File: src/hdl/operand_pkg.sv
package operand_pkg;

    localparam int XLEN       = 32;
    localparam int REG_ADDR_W = 5;
    localparam int NUM_REGS   = 32;

    // Index 0 is execute, then memory, CSR and writeback; lower index wins
    localparam int NUM_FW_SRC = 4;

    typedef logic [XLEN-1:0]       xlen_t;
    typedef logic [XLEN-1:0]       addr_t;
    typedef logic [31:0]           inst_t;
    typedef logic [REG_ADDR_W-1:0] reg_addr_t;

    // OP1_X and OP2_X both produce a zero operand
    typedef enum logic [1:0] {
        OP1_RS1,
        OP1_PC,
        OP1_IMZ,
        OP1_X
    } op1_sel_t;

    typedef enum logic [2:0] {
        OP2_RS2W,
        OP2_IMI,
        OP2_IMS,
        OP2_IMJ,
        OP2_IMU,
        OP2_X
    } op2_sel_t;

    typedef struct packed {
        op1_sel_t op1_sel;
        op2_sel_t op2_sel;
    } ctrl_t;

    // One write that a later stage still owes the register file
    typedef struct packed {
        logic      valid;
        logic      fwdable; // Data is already known and can be bypassed
        reg_addr_t addr;
        xlen_t     wdata;
    } fw_ctrl_t;

    typedef struct packed {
        logic hit_rs1;
        logic hit_rs2;
    } fw_hit_t;

    typedef struct packed {
        xlen_t imm_i;
        xlen_t imm_s;
        xlen_t imm_j;
        xlen_t imm_u;
        xlen_t imm_z;
    } imm_set_t;

endpackage
File: src/hdl/operand_stage.sv
`timescale 1ns/1ps

module operand_stage import operand_pkg::*; (
    input  logic      clk,
    input  logic      rst,
    input  logic      valid,
    input  addr_t     pc,
    input  inst_t     inst,
    input  ctrl_t     ctrl,
    input  fw_ctrl_t  fw [NUM_FW_SRC],
    input  logic      wb_en,
    input  reg_addr_t wb_addr,
    input  xlen_t     wb_data,
    output xlen_t     op1_data,
    output xlen_t     op2_data,
    output xlen_t     rs2_data,
    output logic      is_datahazard
);

    reg_addr_t rs1_addr;
    reg_addr_t rs2_addr;
    imm_set_t  imms;
    fw_hit_t   hits [NUM_FW_SRC];
    xlen_t     rs1_reg;
    xlen_t     rs2_reg;

    inst_field_decoder u_decoder (
        .inst     (inst),
        .rs1_addr (rs1_addr),
        .rs2_addr (rs2_addr),
        .imms     (imms)
    );

    // One comparator per pending-write source
    for (genvar g = 0; g < NUM_FW_SRC; g++) begin : g_fw_match
        forward_match u_match (
            .fw       (fw[g]),
            .rs1_addr (rs1_addr),
            .rs2_addr (rs2_addr),
            .hit      (hits[g])
        );
    end

    register_file u_regfile (
        .clk      (clk),
        .rst      (rst),
        .wb_en    (wb_en),
        .wb_addr  (wb_addr),
        .wb_data  (wb_data),
        .rs1_addr (rs1_addr),
        .rs2_addr (rs2_addr),
        .rs1_reg  (rs1_reg),
        .rs2_reg  (rs2_reg)
    );

    operand_select u_select (
        .valid         (valid),
        .ctrl          (ctrl),
        .pc            (pc),
        .imms          (imms),
        .fw            (fw),
        .hits          (hits),
        .rs1_reg       (rs1_reg),
        .rs2_reg       (rs2_reg),
        .op1_data      (op1_data),
        .op2_data      (op2_data),
        .rs2_data      (rs2_data),
        .is_datahazard (is_datahazard)
    );

endmodule

File: src/hdl/operand_select.sv
`timescale 1ns/1ps

module operand_select import operand_pkg::*; (
    input  logic     valid,
    input  ctrl_t    ctrl,
    input  addr_t    pc,
    input  imm_set_t imms,
    input  fw_ctrl_t fw [NUM_FW_SRC],
    input  fw_hit_t  hits [NUM_FW_SRC],
    input  xlen_t    rs1_reg,
    input  xlen_t    rs2_reg,
    output xlen_t    op1_data,
    output xlen_t    op2_data,
    output xlen_t    rs2_data,
    output logic     is_datahazard
);

    xlen_t rs1_val;
    xlen_t rs2_val;
    logic  rs1_stall;
    logic  rs2_stall;

    // Walk from the oldest source to the youngest so the lowest index is applied last
    always_comb begin
        rs1_val   = rs1_reg;
        rs2_val   = rs2_reg;
        rs1_stall = 1'b0;
        rs2_stall = 1'b0;
        for (int i = NUM_FW_SRC - 1; i >= 0; i--) begin
            if (hits[i].hit_rs1) begin
                rs1_val   = fw[i].wdata;
                rs1_stall = !fw[i].fwdable;
            end
            if (hits[i].hit_rs2) begin
                rs2_val   = fw[i].wdata;
                rs2_stall = !fw[i].fwdable;
            end
        end
    end

    // Only the winning source decides, an older ready value does not help
    assign is_datahazard = valid && (rs1_stall || rs2_stall);

    always_comb begin
        case (ctrl.op1_sel)
            OP1_RS1: op1_data = rs1_val;
            OP1_PC:  op1_data = pc;
            OP1_IMZ: op1_data = imms.imm_z;
            default: op1_data = '0;
        endcase
    end

    always_comb begin
        case (ctrl.op2_sel)
            OP2_RS2W: op2_data = rs2_val;
            OP2_IMI:  op2_data = imms.imm_i;
            OP2_IMS:  op2_data = imms.imm_s;
            OP2_IMJ:  op2_data = imms.imm_j;
            OP2_IMU:  op2_data = imms.imm_u;
            default:  op2_data = '0;
        endcase
    end

    assign rs2_data = rs2_val; // Stores need rs2 even when op2 carries the offset

endmodule

File: src/hdl/register_file.sv
`timescale 1ns/1ps

module register_file import operand_pkg::*; (
    input  logic      clk,
    input  logic      rst,
    input  logic      wb_en,
    input  reg_addr_t wb_addr,
    input  xlen_t     wb_data,
    input  reg_addr_t rs1_addr,
    input  reg_addr_t rs2_addr,
    output xlen_t     rs1_reg,
    output xlen_t     rs2_reg
);

    xlen_t regs [NUM_REGS];

    always_ff @(posedge clk) begin
        if (rst) begin
            for (int i = 0; i < NUM_REGS; i++) begin
                regs[i] <= '0;
            end
        end else if (wb_en && wb_addr != '0) begin
            regs[wb_addr] <= wb_data; // x0 stays at its reset value
        end
    end

    // The same-cycle write is covered by the writeback forwarding entry
    assign rs1_reg = regs[rs1_addr];
    assign rs2_reg = regs[rs2_addr];

endmodule

File: src/hdl/forward_match.sv
`timescale 1ns/1ps

module forward_match import operand_pkg::*; (
    input  fw_ctrl_t  fw,
    input  reg_addr_t rs1_addr,
    input  reg_addr_t rs2_addr,
    output fw_hit_t   hit
);

    logic rs1_is_zero;
    logic rs2_is_zero;

    // x0 is hardwired, so a pending write to it must never be bypassed
    assign rs1_is_zero = (rs1_addr == '0);
    assign rs2_is_zero = (rs2_addr == '0);

    assign hit.hit_rs1 = fw.valid && (fw.addr == rs1_addr) && !rs1_is_zero;
    assign hit.hit_rs2 = fw.valid && (fw.addr == rs2_addr) && !rs2_is_zero;

endmodule

File: src/hdl/inst_field_decoder.sv
`timescale 1ns/1ps

module inst_field_decoder import operand_pkg::*; (
    input  inst_t     inst,
    output reg_addr_t rs1_addr,
    output reg_addr_t rs2_addr,
    output imm_set_t  imms
);

    logic        sign;
    logic [11:0] i_field;
    logic [11:0] s_field;
    logic [20:0] j_field;
    logic [19:0] u_field;

    assign rs1_addr = inst[19:15];
    assign rs2_addr = inst[24:20];

    // Bit 31 is the sign for every signed RV32I immediate
    assign sign = inst[31];

    assign i_field = inst[31:20];

    // Store splits the offset around the rs2 field
    assign s_field = {inst[31:25], inst[11:7]};

    // Jump offset is scrambled in the encoding and always even
    assign j_field = {
        inst[31],
        inst[19:12],
        inst[20],
        inst[30:21],
        1'b0
    };

    assign u_field = inst[31:12];

    always_comb begin
        imms.imm_i = {{(XLEN-12){sign}}, i_field};
        imms.imm_s = {{(XLEN-12){sign}}, s_field};
        imms.imm_j = {{(XLEN-21){sign}}, j_field};
        imms.imm_u = {u_field, 12'b0};
        imms.imm_z = {{(XLEN-REG_ADDR_W){1'b0}}, inst[19:15]}; // CSR uimm sits in the rs1 slot
    end

endmodule

File: config.mk
export PLATFORM = sky130hd
export DESIGN_NAME = operand_stage
export DESIGN_NICKNAME = d
export VERILOG_FILES = /design/src/hdl/operand_pkg.sv /design/src/hdl/operand_stage.sv /design/src/hdl/operand_select.sv /design/src/hdl/register_file.sv /design/src/hdl/forward_match.sv /design/src/hdl/inst_field_decoder.sv
export SDC_FILE = /design/constraint.sdc
export NUM_CORES = 2
export LEC_CHECK = 0
export ABC_AREA = 1
export BUFFER_PORTS_ARGS = -buffer_cell sky130_fd_sc_hd__clkbuf_2
export CAP_MARGIN = 20
export CORE_MARGIN = 2
export CORE_UTILIZATION = 40
export DETAILED_ROUTE_END_ITERATION = 7
export PLACE_DENSITY = 0.53
export SYNTH_ARGS = -nofsm -noshare
export SYNTH_HDL_FRONTEND = slang
export SYNTH_HIERARCHICAL = 1
export SYNTH_SLANG_ARGS = --single-unit
File: constraint.sdc
create_clock -name clk -period 8.1 [get_ports clk]
set_clock_uncertainty 0.1 [all_clocks]
set_input_delay 1.62 -clock clk [delete_from_list [all_inputs] [get_ports clk]]
set_output_delay 1.62 -clock clk [all_outputs]
set_load 0.01 [all_outputs]
==> impl_metrics.py <==
metrics = {
    "sta": {
        "setup_violations": 0,
        "hold_ws_ns": 1.19,
        "tns_ns": 0,
        "period_needed_ns": 6.92,
        "hold_violations": 0,
        "drv_slew": 0,
        "fmax_mhz": 145,
        "worstMarginPinSlew_ns": 1.12,
        "rsz0062_at_grt": "no",
        "final.period_utilization": 0.854,
        "slew_headroom": 0.254,
    },
    "yosys": {
        "yosys_register_bits": 1024,
        "ys.flop_type": "edfxtp_1",
        "synth.avg_cell_area_um2": 7.23,
        "synth_edf_count": 1024,
        "synth.distinct_cells": 25,
        "synth_seq_area_share": 0.478,
        "synth_xor_area_frac": 0,
        "synthSimpleGateAreaFrac": 0.402,
        "yosysTopAreaCell": "edfxtp_1",
        "netlist_top_cells_count": "nand2_1, nand3_1, nor2_1",
        "synthMuxAreaShare": 0,
        "synth_top_cell_area_share": 0.478,
        "synth_most_common_cell": "nand2_1",
        "synth-compound-area-share": 0.0216,
        "syn_area_um2": 64300,
        "syn_inst": 8885,
        "synthAdderAreaFrac": 0,
        "async_reset_ff_frac": 0,
        "synthTopCellsByArea": "edfxtp_1, nand2_1, nand3_1, nor2_1, buf_2",
        "ys_warn_count": 6,
        "synth_top_family_by_area": "simple AND/OR/NAND/NOR gates",
    },
    "layout": {
        "reg.largest.list": "u_regfile/regs x1024",
        "final_cell_area_um2": 70500,
        "largest_reg_flops": 1024,
        "area_growth_pct": 9.64,
        "regMostFlops": "u_regfile/regs",
        "drive_above_1_share": 0.0912,
        "layout.nets": 9018,
    },
    "floorplanning": {
        "dieArea_um2": 164000,
        "die_h_um": 405,
        "dieWidth_um": 405,
        "num_io_pins": 363,
        "initial_core_util": 0.402,
        "row_count": 147,
        "coreArea_um2": 160000,
    },
    "detailed_routing": {
        "wirelength_um": 274000,
        "wl_per_cell_um": 25.0,
        "drt_iter0_drc": 8529,
        "via_count": 62300,
        "drc": 0,
        "vias_per_cell": 5.68,
        "drtAntennaViolNets": 0,
        "drt_first_pass_iters": 6,
    },
    "power": {
        "static-leakage-power_uw": 0.0317,
        "p_per_area_nw_per_um2": 199,
        "p_switching_uw": 4210,
        "intPower_uw": 9820,
        "power_frac_seq": 0.447,
        "swShare": 0.300,
        "ir_drop_mv": 0.176,
        "power_frac_comb": 0.171,
        "pwr-share-clk": 0.382,
    },
    "worst_setup_path": {
        "start_kind": "input port",
        "worst_path_max_delay_cell": "buf_12",
        "critical_path_class": "input port to output pin",
        "worstPathCellList": "buf_8 -> inv_16 -> buf_12 -> nand2_1 -> nand3_1 -> nand3_1 -> nand2_1 -> nand2_1 -> nand2_1 -> nand2_1 -> nand2_1 -> inv_1 -> nand2_1 -> nand3_1 -> nand2_1 -> nand2_1 -> nand2_1 -> nand2_1 -> nand2_1 -> clkbuf_2",
        "crit_arrival_ns": 5.20,
        "critPathBufInv": 5,
        "path_common_cell": "nand2_1",
        "path_max_fanout": 116,
        "crit_required_ns": 6.38,
        "crit_start": "inst[20]",
        "slowest_delay_ns": 0.45,
        "endpoint_kind": "output pin",
        "critPathTopFamily": "simple AND/OR/NAND/NOR gates",
    },
    "clock_tree": {
        "cts_hold_buf": 0,
        "cts_tree": "done",
        "numCtsBuffers": 119,
        "cts_resized": 0,
        "htreeDepth": 3,
        "cts_root_buffer": "clkbuf_16",
        "cts_setup_buffers": 0,
        "clk_pin_slew_worst_paths_ns": 0.06,
        "clockBufferDepth": 3,
        "cts_num_sinks": 1024,
    },
    "grt": {
        "grt_pass1_wl_um": 394000,
        "grt_pass1_vias": 58000,
        "grt_antenna_before_repair": 20,
        "grt_usage": 0.327,
        "overflow": 0,
        "grt_max_degree": 146,
    },
    "placement": {
        "dpl.hpwl_um": 160000,
        "port_buffers": 355,
        "place.gp.congestion": 0.908,
        "placed_area_um2": 66400,
    },
    "min_path": {
        "hold_start": "wb_data[0]",
        "hold_path_class": "input port to flop",
    },
    "flow_run": {
        "max_cap_violations": 0,
    },
    "outcome": {
        "status": "finished, final reports clean",
    },
}
-- worst paths after layout --
path	end	slack [ns]	cells past startpoint
min	u_regfile/regs[1][0]	1.19	3
max	op2_data[19]	1.18	20
-- routing by layer --
metal,part of all wire,global-route usage,routed length [um],vias to the layer above
li1,-,-,-,28300
met1,0.39,0.429,107000,29500
met2,0.45,0.509,123000,3775
met3,0.10,0.0580,28500,705
met4,0.056,0.183,15500,8
met5,0.00017,0,46,-
-- logic make-up after synthesis --
family          count (synthesis)
compound gates                277
buf+inv                      1269
flops                        1024
other cells                     2
simple gates                 6313
-- power groups by stage --
stage	registers, uW	logic, uW	clock network, uW
final	6270	2400	5350
after global routing	6300	2580	5610
after CTS	6260	2330	5420
after detailed placement	6370	2330	0
after global placement	6360	2310	0
after floorplan	6340	1430	0
-- final cells by class --
class | instances | area, um^2
inverters | 379 | 1480
fillers | 16000 | 89600
well taps | 2086 | 2610
repair buffers | 566 | 4100
diodes | 16 | 40.0
clock inverters | 82 | 691
clock buffers | 140 | 3120
flip-flops and latches | 1024 | 30700
multi-input cells | 6662 | 27700
-- layout by cell type (no fill, tap or decap), drive strengths merged --
cell type / Yosys / routed
nand2: 3492 / 3492
nand3: 1685 / 1685
nor2: 1122 / 1122
edfxtp: 1024 / 1024
clkbuf: 234 / 487
inv: 378 / 380
buf: 656 / 219
a21oi: 140 / 140
o21ai: 136 / 136
conb: 2 / 72
clkinv: 1 / 62
diode: 0 / 16
bufinv: 0 / 10
clkinvlp: 0 / 9
nor3: 9 / 9
nand4: 4 / 4
nand3b: 1 / 1
o21bai: 1 / 1
-- stage by stage --
| step | cells | total power (uW) | util | worst slack (ns) |
|---|---|---|---|---|
| 5_1_grt | 11000 | 14500 | 0.440 | 1.15 |
| 2_1_floorplan | 8955 | 7770 | - | 3.15 |
| 3_5_place_dp | 10700 | 8700 | 0.415 | 1.54 |
| 3_3_place_gp | 10700 | 8670 | 0.414 | 1.51 |
| 6_report | 11000 | 14000 | 0.440 | 1.18 |
| 4_1_cts | 10900 | 14000 | 0.439 | 1.53 |
Note: power is estimated with default switching activity, not from simulation.
